File: config.mk
export PLATFORM = sky130hd
export DESIGN_NAME = csr_unit
export DESIGN_NICKNAME = d
export VERILOG_FILES = /design/src/hdl/csr_pkg.sv /design/src/hdl/csr_state.sv /design/src/hdl/csr_read_port.sv /design/src/hdl/trap_vector_unit.sv /design/src/hdl/csr_unit.sv
export SDC_FILE = /design/constraint.sdc
export NUM_CORES = 1
export LEC_CHECK = 0
export ABC_CLOCK_PERIOD_IN_PS = 9000
export BUFFER_PORTS_ARGS = -buffer_cell sky130_fd_sc_hd__buf_2
export CAP_MARGIN = 30
export CORE_AREA = 5 5 202 204
export DETAILED_ROUTE_END_ITERATION = 12
export DIE_AREA = 0 0 207 209
export PLACE_DENSITY = 0.7
export SYNTH_ARGS = -nofsm -noshare
export SYNTH_HDL_FRONTEND = slang
export SYNTH_SLANG_ARGS = --single-unit
File: constraint.sdc
create_clock -name clk_i -period 9 [get_ports clk_i]
set_input_delay 0.45 -clock clk_i [delete_from_list [all_inputs] [get_ports clk_i]]
set_output_delay 0.45 -clock clk_i [all_outputs]
set_load 0.01 [all_outputs]
File: src/hdl/csr_pkg.sv
// shared widths, encodings, masks and struct types for the CSR unit, imported by every block
package csr_pkg;

    // ------------------------------------------------------------------------
    // widths
    // ------------------------------------------------------------------------
    localparam int XLEN     = 32;
    localparam int EDELEG_W = 16;  // delegable exception causes

    // privilege levels with encoding 2 reserved
    typedef enum logic [1:0] {
        PRIV_USER       = 2'd0,
        PRIV_SUPERVISOR = 2'd1,
        PRIV_MACHINE    = 2'd3
    } priv_mode_e;

    // supported CSR addresses
    typedef enum logic [11:0] {
        CSR_SSTATUS   = 12'h100,
        CSR_STVEC     = 12'h105,
        CSR_SSCRATCH  = 12'h140,
        CSR_SEPC      = 12'h141,
        CSR_SCAUSE    = 12'h142,
        CSR_MSTATUS   = 12'h300,
        CSR_MEDELEG   = 12'h302,
        CSR_MTVEC     = 12'h305,
        CSR_MSCRATCH  = 12'h340,
        CSR_MEPC      = 12'h341,
        CSR_MCAUSE    = 12'h342,
        CSR_MVENDORID = 12'hF11,  // read-only id block
        CSR_MARCHID   = 12'hF12,
        CSR_MIMPID    = 12'hF13,
        CSR_MHARTID   = 12'hF14
    } csr_addr_e;

    // ------------------------------------------------------------------------
    // mstatus fields
    // ------------------------------------------------------------------------
    localparam int SIE_BIT  = 1;
    localparam int MIE_BIT  = 3;
    localparam int SPIE_BIT = 5;
    localparam int MPIE_BIT = 7;
    localparam int SPP_BIT  = 8;
    localparam int MPP_LSB  = 11;
    localparam int MPP_W    = 2;

    // implemented bits only
    localparam logic [XLEN-1:0] MSTATUS_MASK = 32'h0000_19AA;
    localparam logic [XLEN-1:0] SSTATUS_MASK = 32'h0000_0122;  // sie, spie, spp

    localparam logic [EDELEG_W-1:0] MEDELEG_MASK = 16'hF7FF;  // ecall from m-mode stays put

    // bit 0 of a tvec selects vectored entry
    localparam logic [XLEN-1:0] TVEC_WR_MASK = 32'hFFFF_FFFD;
    localparam logic [XLEN-1:0] EPC_WR_MASK  = 32'hFFFF_FFFC;

    localparam logic [XLEN-1:0] VENDOR_ID = '0;
    localparam logic [XLEN-1:0] ARCH_ID   = '0;
    localparam logic [XLEN-1:0] IMPL_ID   = '0;

    // ------------------------------------------------------------------------
    // structs
    // ------------------------------------------------------------------------
    typedef struct packed {
        priv_mode_e          mode;
        logic [XLEN-1:0]     mstatus;
        logic [EDELEG_W-1:0] medeleg;
        logic [XLEN-1:0]     mtvec;
        logic [XLEN-1:0]     mscratch;
        logic [XLEN-1:0]     mepc;
        logic [XLEN-1:0]     mcause;
        logic [XLEN-1:0]     stvec;
        logic [XLEN-1:0]     sscratch;
        logic [XLEN-1:0]     sepc;
        logic [XLEN-1:0]     scause;
    } csr_state_t;

    // write-back request
    typedef struct packed {
        logic            valid;
        logic [11:0]     addr;
        logic [XLEN-1:0] data;
    } csr_wr_t;

    // trap entry and trap return request
    typedef struct packed {
        logic            jump;
        logic [XLEN-1:0] cause;   // bit 31 marks an interrupt
        logic [XLEN-1:0] pc;
        logic            rtn;
        priv_mode_e      rtn_mode;
    } trap_req_t;

endpackage

File: src/hdl/csr_state.sv
// architectural CSR registers and privilege mode, updated by write-back, trap entry and return
`timescale 1ns/100ps

module csr_state #(
    parameter logic [csr_pkg::XLEN-1:0] RESET_VECTOR = '0
) (
    input  logic                   clk_i,
    input  logic                   resetb_i,
    input  logic                   exs_en_i,
    input  csr_pkg::csr_wr_t       wr_i,
    input  csr_pkg::trap_req_t     trap_i,
    input  csr_pkg::priv_mode_e    target_mode_i,
    output csr_pkg::csr_state_t    state_o
);

    import csr_pkg::*;

    csr_state_t      state_q;
    csr_state_t      state_d;
    logic [XLEN-1:0] wr_mstatus;  // mstatus write value after legalization

    assign state_o = state_q;

    // ------------------------------------------------------------------------
    // next state, one event per cycle
    // ------------------------------------------------------------------------
    always_comb begin
        state_d    = state_q;
        wr_mstatus = wr_i.data & MSTATUS_MASK;
        if (wr_mstatus[MPP_LSB +: MPP_W] == 2'b10) begin
            wr_mstatus[MPP_LSB +: MPP_W] = PRIV_USER;  // reserved mpp reads back as user
        end

        if (trap_i.jump) begin
            if (target_mode_i == PRIV_SUPERVISOR) begin
                state_d.mstatus[SPP_BIT]  = (state_q.mode != PRIV_USER);
                state_d.mstatus[SPIE_BIT] = state_q.mstatus[SIE_BIT];
                state_d.mstatus[SIE_BIT]  = 1'b0;
                state_d.sepc              = trap_i.pc & EPC_WR_MASK;
                state_d.scause            = trap_i.cause;
                state_d.mode              = PRIV_SUPERVISOR;
            end else begin
                state_d.mstatus[MPP_LSB +: MPP_W] = state_q.mode;
                state_d.mstatus[MPIE_BIT]         = state_q.mstatus[MIE_BIT];
                state_d.mstatus[MIE_BIT]          = 1'b0;
                state_d.mepc                      = trap_i.pc & EPC_WR_MASK;
                state_d.mcause                    = trap_i.cause;
                state_d.mode                      = PRIV_MACHINE;
            end
        end else if (trap_i.rtn) begin
            case (trap_i.rtn_mode)
                PRIV_MACHINE: begin  // mret
                    state_d.mode = priv_mode_e'(state_q.mstatus[MPP_LSB +: MPP_W]);
                    state_d.mstatus[MIE_BIT]          = state_q.mstatus[MPIE_BIT];
                    state_d.mstatus[MPIE_BIT]         = 1'b1;
                    state_d.mstatus[MPP_LSB +: MPP_W] = PRIV_USER;
                end
                PRIV_SUPERVISOR: begin  // sret
                    state_d.mode = state_q.mstatus[SPP_BIT] ? PRIV_SUPERVISOR : PRIV_USER;
                    state_d.mstatus[SIE_BIT]  = state_q.mstatus[SPIE_BIT];
                    state_d.mstatus[SPIE_BIT] = 1'b1;
                    state_d.mstatus[SPP_BIT]  = 1'b0;
                end
                default: begin
                end
            endcase
        end else if (wr_i.valid) begin
            case (wr_i.addr)
                CSR_SSTATUS: begin
                    state_d.mstatus = (state_q.mstatus & ~SSTATUS_MASK) |
                                      (wr_i.data & SSTATUS_MASK);
                end
                CSR_STVEC:    state_d.stvec    = wr_i.data & TVEC_WR_MASK;
                CSR_SSCRATCH: state_d.sscratch = wr_i.data;
                CSR_SEPC:     state_d.sepc     = wr_i.data & EPC_WR_MASK;
                CSR_SCAUSE:   state_d.scause   = wr_i.data;
                CSR_MSTATUS:  state_d.mstatus  = wr_mstatus;
                CSR_MEDELEG:  state_d.medeleg  = wr_i.data[EDELEG_W-1:0] & MEDELEG_MASK;
                CSR_MTVEC:    state_d.mtvec    = wr_i.data & TVEC_WR_MASK;
                CSR_MSCRATCH: state_d.mscratch = wr_i.data;
                CSR_MEPC:     state_d.mepc     = wr_i.data & EPC_WR_MASK;
                CSR_MCAUSE:   state_d.mcause   = wr_i.data;
                default: begin  // unknown and read-only addresses
                end
            endcase
        end
    end

    // ------------------------------------------------------------------------
    // registers
    // ------------------------------------------------------------------------
    always_ff @(posedge clk_i or negedge resetb_i) begin
        if (!resetb_i) begin
            state_q.mode     <= PRIV_MACHINE;
            state_q.mstatus  <= '0;  // interrupts off
            state_q.medeleg  <= '0;
            state_q.mtvec    <= RESET_VECTOR & EPC_WR_MASK;  // direct mode
            state_q.mscratch <= '0;
            state_q.mepc     <= '0;
            state_q.mcause   <= '0;
            state_q.stvec    <= '0;
            state_q.sscratch <= '0;
            state_q.sepc     <= '0;
            state_q.scause   <= '0;
        end else if (exs_en_i) begin
            state_q <= state_d;
        end
    end

    // ------------------------------------------------------------------------
    // assertions
    // ------------------------------------------------------------------------
    // mode is loaded from mpp on mret, so this also covers the write legalization
    a_mode_legal: assert property (@(posedge clk_i) disable iff (!resetb_i)
        state_q.mode != 2'b10);

    a_trap_rtn_excl: assert property (@(posedge clk_i) disable iff (!resetb_i)
        exs_en_i |-> !(trap_i.jump && trap_i.rtn));

endmodule

File: src/hdl/csr_read_port.sv
// CSR read port with address decode, registered read data and access-violation flags
`timescale 1ns/100ps

module csr_read_port #(
    parameter logic [csr_pkg::XLEN-1:0] HART_ID = '0
) (
    input  logic                      clk_i,
    input  logic                      resetb_i,
    input  logic                      exs_en_i,
    input  logic                      access_i,
    input  logic [11:0]               addr_i,
    input  csr_pkg::csr_state_t       state_i,
    output logic [csr_pkg::XLEN-1:0]  rd_data_o,
    output logic                      bad_csr_addr_o,
    output logic                      readonly_csr_o,
    output logic                      priv_too_low_o
);

    import csr_pkg::*;

    logic [XLEN-1:0] rd_value;
    logic            rd_valid;
    logic [1:0]      addr_type_q;  // addr[11:10]
    logic [1:0]      addr_priv_q;  // addr[9:8], lowest mode allowed

    // ------------------------------------------------------------------------
    // address decode
    // ------------------------------------------------------------------------
    always_comb begin
        rd_value = '0;
        rd_valid = 1'b1;
        case (addr_i)
            CSR_SSTATUS:   rd_value = state_i.mstatus & SSTATUS_MASK;  // restricted view
            CSR_STVEC:     rd_value = state_i.stvec;
            CSR_SSCRATCH:  rd_value = state_i.sscratch;
            CSR_SEPC:      rd_value = state_i.sepc;
            CSR_SCAUSE:    rd_value = state_i.scause;
            CSR_MSTATUS:   rd_value = state_i.mstatus;
            CSR_MEDELEG:   rd_value = {{(XLEN-EDELEG_W){1'b0}}, state_i.medeleg};
            CSR_MTVEC:     rd_value = state_i.mtvec;
            CSR_MSCRATCH:  rd_value = state_i.mscratch;
            CSR_MEPC:      rd_value = state_i.mepc;
            CSR_MCAUSE:    rd_value = state_i.mcause;
            CSR_MVENDORID: rd_value = VENDOR_ID;
            CSR_MARCHID:   rd_value = ARCH_ID;
            CSR_MIMPID:    rd_value = IMPL_ID;
            CSR_MHARTID:   rd_value = HART_ID;
            default: begin
                rd_valid = 1'b0;  // reads as zero
            end
        endcase
    end

    // ------------------------------------------------------------------------
    // output registers, held between accesses
    // ------------------------------------------------------------------------
    always_ff @(posedge clk_i or negedge resetb_i) begin
        if (!resetb_i) begin
            rd_data_o      <= '0;
            bad_csr_addr_o <= 1'b0;
            addr_type_q    <= 2'b00;
            addr_priv_q    <= 2'b00;
        end else if (exs_en_i && access_i) begin
            rd_data_o      <= rd_value;
            bad_csr_addr_o <= !rd_valid;
            addr_type_q    <= addr_i[11:10];
            addr_priv_q    <= addr_i[9:8];
        end
    end

    assign readonly_csr_o = (addr_type_q == 2'b11);

    // compared against the live mode, so a mode change after the access shows here
    assign priv_too_low_o = (addr_priv_q > state_i.mode);

    a_rd_known: assert property (@(posedge clk_i) disable iff (!resetb_i)
        (exs_en_i && access_i) |=>
            !$isunknown({rd_data_o, bad_csr_addr_o, readonly_csr_o, priv_too_low_o}));

endmodule

File: src/hdl/trap_vector_unit.sv
// trap delegation, entry and return address selection, and interrupt enable for the current mode
`timescale 1ns/100ps

module trap_vector_unit (
    input  csr_pkg::csr_state_t       state_i,
    input  logic [csr_pkg::XLEN-1:0]  excp_cause_i,
    input  csr_pkg::priv_mode_e       trap_rtn_mode_i,
    output csr_pkg::priv_mode_e       target_mode_o,
    output logic [csr_pkg::XLEN-1:0]  trap_entry_addr_o,
    output logic [csr_pkg::XLEN-1:0]  trap_rtn_addr_o,
    output logic                      intr_ext_en_o
);

    import csr_pkg::*;

    logic            delegated;
    logic [XLEN-1:0] tvec;       // tvec of the target mode
    logic [XLEN-1:0] trap_base;

    // ------------------------------------------------------------------------
    // delegation
    // ------------------------------------------------------------------------
    assign delegated = state_i.medeleg[excp_cause_i[3:0]];

    always_comb begin
        case (state_i.mode)
            PRIV_SUPERVISOR,
            PRIV_USER: target_mode_o = delegated ? PRIV_SUPERVISOR : PRIV_MACHINE;
            default:   target_mode_o = PRIV_MACHINE;  // machine traps never go down
        endcase
    end

    // ------------------------------------------------------------------------
    // entry address
    // ------------------------------------------------------------------------
    assign tvec      = (target_mode_o == PRIV_SUPERVISOR) ? state_i.stvec : state_i.mtvec;
    assign trap_base = {tvec[XLEN-1:2], 2'b00};

    always_comb begin
        if (excp_cause_i[XLEN-1] && tvec[0]) begin  // interrupt in vectored mode
            trap_entry_addr_o = trap_base + {excp_cause_i[XLEN-3:0], 2'b00};
        end else begin
            trap_entry_addr_o = trap_base;
        end
    end

    // ------------------------------------------------------------------------
    // return address and interrupt enable
    // ------------------------------------------------------------------------
    always_comb begin
        case (trap_rtn_mode_i)
            PRIV_MACHINE:    trap_rtn_addr_o = state_i.mepc;
            PRIV_SUPERVISOR: trap_rtn_addr_o = state_i.sepc;
            default:         trap_rtn_addr_o = '0;
        endcase
    end

    always_comb begin
        case (state_i.mode)
            PRIV_MACHINE:    intr_ext_en_o = state_i.mstatus[MIE_BIT];
            PRIV_SUPERVISOR: intr_ext_en_o = state_i.mstatus[SIE_BIT];
            default:         intr_ext_en_o = 1'b0;  // no user-level interrupts
        endcase
    end

endmodule

File: src/hdl/csr_unit.sv
// CSR unit top level, joins register state, read port and trap vectoring for the execute stage
`timescale 1ns/100ps

module csr_unit #(
    parameter logic [csr_pkg::XLEN-1:0] RESET_VECTOR = '0,
    parameter logic [csr_pkg::XLEN-1:0] HART_ID      = '0
) (
    input  logic                      clk_i,
    input  logic                      resetb_i,
    input  logic                      exs_en_i,
    // read access
    input  logic                      access_i,
    input  logic [11:0]               addr_i,
    output logic [csr_pkg::XLEN-1:0]  rd_data_o,
    output logic                      bad_csr_addr_o,
    output logic                      readonly_csr_o,
    output logic                      priv_too_low_o,
    // write-back
    input  logic                      wr_i,
    input  logic [11:0]               wr_addr_i,
    input  logic [csr_pkg::XLEN-1:0]  wr_data_i,
    // trap entry and return
    input  logic                      jump_to_trap_i,
    input  logic [csr_pkg::XLEN-1:0]  excp_cause_i,
    input  logic [csr_pkg::XLEN-1:0]  excp_pc_i,
    input  logic                      trap_rtn_i,
    input  csr_pkg::priv_mode_e       trap_rtn_mode_i,
    output logic                      intr_ext_en_o,
    output logic [csr_pkg::XLEN-1:0]  trap_entry_addr_o,
    output logic [csr_pkg::XLEN-1:0]  trap_rtn_addr_o,
    output csr_pkg::priv_mode_e       mode_o
);

    import csr_pkg::*;

    csr_wr_t    wr_req;
    trap_req_t  trap_req;
    csr_state_t state;
    priv_mode_e target_mode;

    assign wr_req   = '{valid: wr_i, addr: wr_addr_i, data: wr_data_i};
    assign trap_req = '{jump: jump_to_trap_i, cause: excp_cause_i, pc: excp_pc_i,
                        rtn: trap_rtn_i, rtn_mode: trap_rtn_mode_i};

    assign mode_o = state.mode;

    csr_state #(
        .RESET_VECTOR (RESET_VECTOR)
    ) i_state (
        .clk_i         (clk_i),
        .resetb_i      (resetb_i),
        .exs_en_i      (exs_en_i),
        .wr_i          (wr_req),
        .trap_i        (trap_req),
        .target_mode_i (target_mode),
        .state_o       (state)
    );

    csr_read_port #(
        .HART_ID (HART_ID)
    ) i_read_port (
        .clk_i          (clk_i),
        .resetb_i       (resetb_i),
        .exs_en_i       (exs_en_i),
        .access_i       (access_i),
        .addr_i         (addr_i),
        .state_i        (state),
        .rd_data_o      (rd_data_o),
        .bad_csr_addr_o (bad_csr_addr_o),
        .readonly_csr_o (readonly_csr_o),
        .priv_too_low_o (priv_too_low_o)
    );

    trap_vector_unit i_trap_vector (
        .state_i           (state),
        .excp_cause_i      (excp_cause_i),
        .trap_rtn_mode_i   (trap_rtn_mode_i),
        .target_mode_o     (target_mode),
        .trap_entry_addr_o (trap_entry_addr_o),
        .trap_rtn_addr_o   (trap_rtn_addr_o),
        .intr_ext_en_o     (intr_ext_en_o)
    );

endmodule

Word-level counts from Yosys, hierarchy flattened

Index checks and enable logic that the tools add are counted.

Output and inout bits: 102
Input port bits: 129
Word-level logic and storage cells: 145
Flip-flop bits (word level): 340

Magnitude comparators: 2
Mux-type cells: 54
Add/sub/neg operators: 1
Eq/ne operators: 38
Reduce and logical (&&, ||, !) cells: 30
Bitwise logic cells: 3

Operators by type and width:

| cell                   | count |
|---|---|
| $pmux W32 S11          | 1 |
| $mux W32               | 10 |
| $mux W285              | 1 |
| $mux W64               | 4 |
| $mux W192              | 1 |
| $eq A12 B10 Y1 const B | 12 |
| $pmux W32 S2           | 2 |
| $eq A12 B9 Y1 const B  | 10 |
| $reduce_and A5 Y1      | 12 |
| $eq A12 B12 Y1 const B | 4 |
| $add A32 B32 Y32       | 1 |
| $or A32 B9 Y32         | 1 |
| $mux W2                | 12 |
| $mux W1                | 19 |
| $mux W16               | 1 |
| $reduce_bool A2 Y1     | 8 |
| $reduce_or A15 Y1      | 1 |
| $eq A2 B2 Y1 const B   | 4 |
| $eq A2 B1 Y1 const B   | 3 |
| $ne A3 B2 Y1 const B   | 2 |
| $reduce_bool A3 Y1     | 2 |
| $lt A4 B5 Y1 const B   | 1 |
| $bmux W1 S4            | 1 |
| $ne A2 B2 Y1 const B   | 2 |
| 11 further kinds       | 13 |

Longest topological paths before layout

Depth in word-level cells: 8
Mapped depth: 19
Depth with buffers taken out: 16

By module

From an unflattened synthesis, not the netlist that was laid out.

Cells, all modules: 1721
Area, all modules: 18537.8 um^2

Modules (own cells, without submodules):

| module           | sequential area each (um^2) | times used | area an instance (um^2) | cells each |
|---|---|---|---|---|
| csr_state        | 6859.1                      | 1          | 11414.7                 | 756 |
| csr_read_port    | 925.9                       | 1          | 4116.4                  | 498 |
| trap_vector_unit | 0.0                         | 1          | 3006.6                  | 467 |

Least setup slack after synthesis

OpenSTA, ideal clock, no wires.

Kind: input to output
Start: input excp_cause_i[0] (netlist name)
End: output trap_entry_addr_o[25] (netlist name)
Required time: 8550 ps
Setup slack: 4490 ps
Arrival time: 4060 ps
Stages: 17
Cells stage by stage: buf_4 > mux4_2 > nor2_1 > nor4b_1 > a41o_1 > buf_2 > buf_2 > mux2_2 > ha_1 > a21oi_1 > o21ai_0 > a211oi_1 > a2111oi_0 > nor2_1 > o31ai_1 > xnor2_1 > a21oi_1

Word-level cells in the longest chain between the ends: 8
Elaborated cells on any way between the ends: 9

RTL lines:

| what                                                    | RTL line                                       | RTL |
|---|---|---|
| start: declaration                                      | csr_unit.sv:24                                 | `input logic [csr_pkg::XLEN-1:0] excp_cause_i,` |
| $bmux W1 S4                                             | trap_vector_unit.sv:23                         | `assign delegated = state_i.medeleg[excp_cause_i[3:0]];` |
| $mux W1 (implied by the code)                           | trap_vector_unit.sv:23                         |  |
| $mux W2                                                 | trap_vector_unit.sv:28                         | `PRIV_USER: target_mode_o = delegated ? PRIV_SUPERVISOR : PRIV_MACHINE;` |
| $mux W2                                                 | trap_vector_unit.sv:26                         | `case (state_i.mode)` |
| $eq A2 B1 Y1                                            | trap_vector_unit.sv:36                         | `assign tvec = (target_mode_o == PRIV_SUPERVISOR) ? state_i.stvec : state_i.mtvec;` |
| $mux W32                                                | trap_vector_unit.sv:36                         |  |
| $add A32 B32 Y32 or $logic_and A1 B1 Y1 (tied branches) | trap_vector_unit.sv:41, trap_vector_unit.sv:40 |  |
| $mux W32 (*)                                            | trap_vector_unit.sv:40                         | `if (excp_cause_i[XLEN-1] && tvec[0]) begin` |
| end: declaration                                        | csr_unit.sv:29                                 | `output logic [csr_pkg::XLEN-1:0] trap_entry_addr_o,` |

Every way passes the cells marked *; elsewhere a longest branch is shown, timed or not. The select of a mux whose other input is x is not followed.

Worst setup path after layout

Start: register i_state.state_q, in the netlist i_state.state_o[257]
End: output trap_entry_addr_o[25] (netlist name)

Word-level cells in the longest chain between the ends: 8
Elaborated cells on any way between the ends: 9

RTL lines:

| what                                                    | RTL line                                       | RTL |
|---|---|---|
| start: declaration                                      | csr_state.sv:18                                | `csr_state_t state_q;` |
| start signal: assignment                                | csr_state.sv:106                               | `state_q <= state_d;` |
| $bmux W1 S4 (*)                                         | trap_vector_unit.sv:23                         |  |
| $mux W1 (implied by the code) (*)                       | trap_vector_unit.sv:23                         |  |
| $mux W2 (*)                                             | trap_vector_unit.sv:28                         |  |
| $mux W2 (*)                                             | trap_vector_unit.sv:26                         |  |
| $eq A2 B1 Y1 (*)                                        | trap_vector_unit.sv:36                         |  |
| $mux W32 (*)                                            | trap_vector_unit.sv:36                         |  |
| $add A32 B32 Y32 or $logic_and A1 B1 Y1 (tied branches) | trap_vector_unit.sv:41, trap_vector_unit.sv:40 |  |
| $mux W32 (*)                                            | trap_vector_unit.sv:40                         |  |

Marks and branches as above.

==> results.md <==
Run status:
- The run finished with clean final reports.

Clocking:
- In this run the number of H-tree levels came out at 1.
- The number of buffers inserted during clock tree synthesis is 31.
- The clock latency at the later pin of the worst-skew pair is approximately 0.58 ns.
- The number of clock sinks is just over 300.
- The maximum buffer depth of the clock tree is 3.
- The CTS clock-pin slew for the worst setup and hold paths is around 0.07 ns.
- The tree is rooted in a sky130_fd_sc_hd__clkbuf_16.
- The clock tree from TritonCTS is done.
- Once the clock tree was built, the setup fixing pass inserted 0 buffers.

Timing:
- The number of hold-slack violations in the final timing report was 0.
- Based on the critical path, the design can be clocked at up to ~150 MHz.
- The accumulated negative setup slack is 0 ns.
- Setup violations remaining at the end of the flow were counted as 0.
- The number of slew-limit violations in the final report came to 0.
- The routed design could run at a clock period as short as roughly 6.5 ns.
- The ratio of final minimum period to clock period is 0.720.
- Setup repair after global routing left no endpoint under its margin.
- The headroom to the max-slew limit is 0.314.
- The clock arrives with around 0.026 ns of skew.
- For the pin with the worst max-slew slack, the measured transition is about 1 ns.

Setup path:
- At the worst endpoint, the required time is roughly 8.6 ns.
- The type of element capturing the critical path is a primary output.
- The worst setup path is launched from a flop.
- By startpoint and endpoint, the worst setup path is classified as reg2out.
- STA puts the critical path data arrival time at about 6.0 ns.
- The worst register-to-register path has a depth of 10.
- The largest single stage delay on the critical path is 0.83 ns.
- The largest individual stage delay along the critical path comes from the cell sky130_fd_sc_hd__a2111oi_0.
- The cell that appears most often on the critical path is sky130_fd_sc_hd__mux2i_1.
- The top fanout value on the critical path is 19.
- Walking the worst path, the cells encountered are mux2i_1 > a22oi_1 > nor4b_1 > a41o_1 > buf_4 > mux2i_1 > inv_1 > ha_1 > a211oi_1 > o21ai_0 > nand3b_1 > a2111oi_0 > nor2_1 > o31ai_1 > xnor2_1 > a21oi_1 > buf_2.

Flow run:
- The max-capacitance violation count is 0.

Routing:
- The routed design has about 60000 µm of wire.
- Before antenna repair, the detailed router went through 6 iterations.
- The first routing iteration left 1686 violations.
- For this block, the via count after detailed routing is around 15k.
- The number of vias per cell is ~6.2.
- After detailed routing, the average wire length per cell comes to between 20 and 25 µm.
- The post-detailed-route count of antenna-violating nets is 0.
- For this run, design rule violations remaining after detail routing come to 0.

Min path:
- The worst hold path passes through 3 cells.
- In this run the worst hold path is classified as in2reg.

Yosys:
- The count of state elements after synthesis is between 300 and 400.
- The post-synthesis instance area is between 15000 and 20000 µm².
- Yosys mapped a number of flops with a built-in enable equal to 0.
- The share of the Yosys chip area taken by registers is 0.454.
- Synthesis handed over a netlist of about 1.7k instances.
- The async set-reset flop share out of synthesis is 1.00.
- The count of cell types in the netlist is 71.
- The average instance in the mapped netlist occupies 9.83 µm².
- Yosys printed 0 warnings.
- For this run, the leading register cell type out of synthesis is sky130_fd_sc_hd__dfrtp_1.

Global routing:
- The maximum number of pins on one net before global-route repair is 95.
- The total overflow reported by the global router is 0.
- The number of antenna violations at the first check in global routing is 5.
- The first global-routing pass estimated just over 90000 µm of wire.
- The total routing usage reported by global routing is 0.271.
- The number of global-route vias before repair was 15.1k.

Final layout:
- The final design area excluding fillers is roughly 20000 µm².
- Of the cells placed in the final design, the portion with a size suffix greater than 1 is 0.263.
- The post-layout net count is just over 2k.
- The filler cells instantiated in the layout total roughly 3.6k.
- The layout overhead on the synthesized area is 15.5%.

Floorplan:
- The die covers 43300 µm².
- Row generation in the floorplan step produced 73 rows.
- For this design the top-level I/O count stands at about 230.
- The initial standard-cell utilization of the core is 0.439.
- The horizontal extent of the die is slightly above 200 µm.
- The die is between 200 and 250 µm tall.
- The standard cell core area is 39100 µm².

Place:
- Summing all placed instances gives a cell area of approximately 19000 µm².
- The placed wire-length estimate after detailed placement is 43100 µm.
- The placer's final routability congestion estimate is approximately 0.90.
- Port buffering added roughly 220 buffers.

Power:
- The total net switching power is roughly 0.0011 W.
- The proportion of total power due to net switching is 0.295.
- Of the total power, combinational logic draws 0.174.
- The worst-case IR drop observed on VDD is around 130 µV.
- Power spread over the standard cell area amounts to around 190 nW/µm².
- The internal power summed over all cells is approximately 0.0026 W.
- The portion of total power attributed to the clock network is 0.350.
- For this design the static power due to leakage is between 9 and 10 nW.
- Of the total power, registers draw 0.476.
[worst paths after layout]
path,startpoint,to,slack (ns)
hold / removal,addr_i[10],i_read_port.addr_type_q[0]$_DFFE_PN0P_,0.15
hold reg to reg,i_read_port.rd_data_o[18]$_DFFE_PN0P_,i_read_port.rd_data_o[18]$_DFFE_PN0P_,0.47
setup / recovery,i_state.state_o[257]$_DFFE_PN0P_,trap_entry_addr_o[25],2.52
min in group asynchronous,resetb_i,i_state.state_o[189]$_DFFE_PN0P_,0.49
max in group asynchronous,resetb_i,i_read_port.rd_data_o[14]$_DFFE_PN0P_,7.25
setup reg to reg,i_state.state_o[257]$_DFFE_PN0P_,i_state.state_o[21]$_DFFE_PN0P_,5.31
[through the flow]
stage | utilization | cells | setup WS (ns) | power [W] | hold WS [ns]
2_1_floorplan | - | 1749 | 4.49 | 0.00212 | 0.154
3_3_place_gp | 0.478 | 2402 | 2.76 | 0.00236 | 0.451
3_5_place_dp | 0.481 | 2406 | 2.75 | 0.00240 | 0.455
4_1_cts | 0.506 | 2463 | 2.56 | 0.00367 | 0.135
5_1_grt | 0.507 | 2467 | 2.28 | 0.00383 | 0.148
6_report | 0.507 | 2467 | 2.52 | 0.00368 | 0.146
[power groups by stage]
stage	Clock, W	Sequential, W	Combinational (W)
after floorplan	0	0.00173	0.000389
after global placement	0	0.00176	0.000603
after detailed placement	0	0.00177	0.000626
after CTS	0.00130	0.00174	0.000632
after global routing	0.00135	0.00177	0.000706
final	0.00129	0.00175	0.000640
[cells by family (layout without fill, tap and decap cells)]
family,Yosys count,count (layout),share of synthesized area
AOI/OAI and AO/OA,514,514,0.189
and+or+nand+nor,461,461,0.117
DFF,311,311,0.454
muxes,259,259,0.166
buffers and inverters,136,326,0.0338
adders and majority gates,34,34,0.0252
xor gates and xnor gates,30,30,0.0153
other,1,7,0.000219
[layout make-up]
class | instances | area [µm²] | area share
inverter | 13 | 48.8 | 0.00246
tap | 525 | 657 | 0.0331
clock buffer | 46 | 892 | 0.0450
multi-input combinational | 1302 | 8880 | 0.448
antenna | 3 | 7.51 | 0.000379
clock inverter | 10 | 100 | 0.00505
sequential | 311 | 7780 | 0.393
timing repair buffer | 257 | 1460 | 0.0735
[what timing repair did]
item / CTS / global route
hold buffers: 1 / 0
gates resized for setup: 0 / 0
endpoints found under the setup margin: 0 / 0
hold endpoints to repair: 91 / 0
[critical path, delay by kind of cell (launching register included)]
kind / cells / cell delay [ns]
flops: 1 / 0.37
mux: 2 / 0.64
buf+inv: 3 / 0.72
xor+xnor: 1 / 0.15
compound gates: 7 / 2.59
simple gates: 3 / 0.64
fa+ha+maj: 1 / 0.31
[sequential cells by signal, indices dropped and copies added (netlist names)]
name,flops
i_read_port.rd_data_o,32
i_state.state_o,274
i_read_port.addr_type_q,2
i_read_port.addr_priv_q,2
i_read_port.bad_csr_addr_o,1
[routing by layer]
metal | GRT usage | wire length, µm | up-vias
li1 | - | - | 6716
met1 | 0.385 | 25900 | 7541
met2 | 0.413 | 27000 | 860
met3 | 0.0626 | 6330 | 156
met4 | 0.0898 | 2160 | 4
met5 | 0 | 21 | -
[synth_stat cells, types with 7 or more instances]
| library cell | number | area, µm² |
|---|---|---|
| sky130_fd_sc_hd__a222oi_1 | 17 | 170 |
| sky130_fd_sc_hd__nand3_1 | 22 | 110 |
| sky130_fd_sc_hd__ha_1 | 33 | 413 |
| sky130_fd_sc_hd__a21oi_1 | 218 | 1090 |
| sky130_fd_sc_hd__nor3_1 | 15 | 75.1 |
| sky130_fd_sc_hd__o21ai_0 | 58 | 290 |
| sky130_fd_sc_hd__nand2_1 | 103 | 387 |
| sky130_fd_sc_hd__inv_1 | 13 | 48.8 |
| sky130_fd_sc_hd__mux2_2 | 182 | 2050 |
| sky130_fd_sc_hd__mux2i_1 | 75 | 751 |
| sky130_fd_sc_hd__a22oi_1 | 100 | 751 |
| sky130_fd_sc_hd__dfrtp_1 | 309 | 7730 |
| sky130_fd_sc_hd__a31oi_1 | 26 | 163 |
| sky130_fd_sc_hd__a221oi_1 | 11 | 96.3 |
| sky130_fd_sc_hd__nand4_1 | 10 | 62.6 |
| sky130_fd_sc_hd__xor2_1 | 18 | 158 |
| sky130_fd_sc_hd__nor2_1 | 237 | 890 |
| sky130_fd_sc_hd__buf_4 | 7 | 52.6 |
| sky130_fd_sc_hd__nor2b_1 | 39 | 244 |
| sky130_fd_sc_hd__a21o_1 | 19 | 143 |
| sky130_fd_sc_hd__clkbuf_1 | 90 | 338 |
| sky130_fd_sc_hd__buf_2 | 17 | 85.1 |
| sky130_fd_sc_hd__o22ai_1 | 15 | 93.8 |
| sky130_fd_sc_hd__xnor2_1 | 12 | 105 |
[cells in the final DEF, fill, tap and decap left out, types with 6 or more instances in the layout]
cell,count
sky130_fd_sc_hd__nand3_1,22
sky130_fd_sc_hd__a22oi_1,100
sky130_fd_sc_hd__a21oi_1,217
sky130_fd_sc_hd__nand2_1,103
sky130_fd_sc_hd__o21ai_0,58
sky130_fd_sc_hd__nand4_1,10
sky130_fd_sc_hd__xor2_1,18
sky130_fd_sc_hd__clkbuf_8,6
sky130_fd_sc_hd__nor2b_1,39
sky130_fd_sc_hd__clkinv_2,8
sky130_fd_sc_hd__buf_2,223
sky130_fd_sc_hd__mux2_2,182
sky130_fd_sc_hd__dfrtp_1,309
sky130_fd_sc_hd__xnor2_1,12
sky130_fd_sc_hd__a221oi_1,11
sky130_fd_sc_hd__clkbuf_16,31
sky130_fd_sc_hd__buf_4,27
sky130_fd_sc_hd__a222oi_1,17
sky130_fd_sc_hd__a31oi_1,26
sky130_fd_sc_hd__inv_1,13
sky130_fd_sc_hd__nor3_1,11
sky130_fd_sc_hd__a21o_1,19
sky130_fd_sc_hd__nor2_1,234
sky130_fd_sc_hd__o22ai_1,15
sky130_fd_sc_hd__clkbuf_1,9
sky130_fd_sc_hd__mux2i_1,75
sky130_fd_sc_hd__ha_1,33
Power figures use the tool's default switching activity.
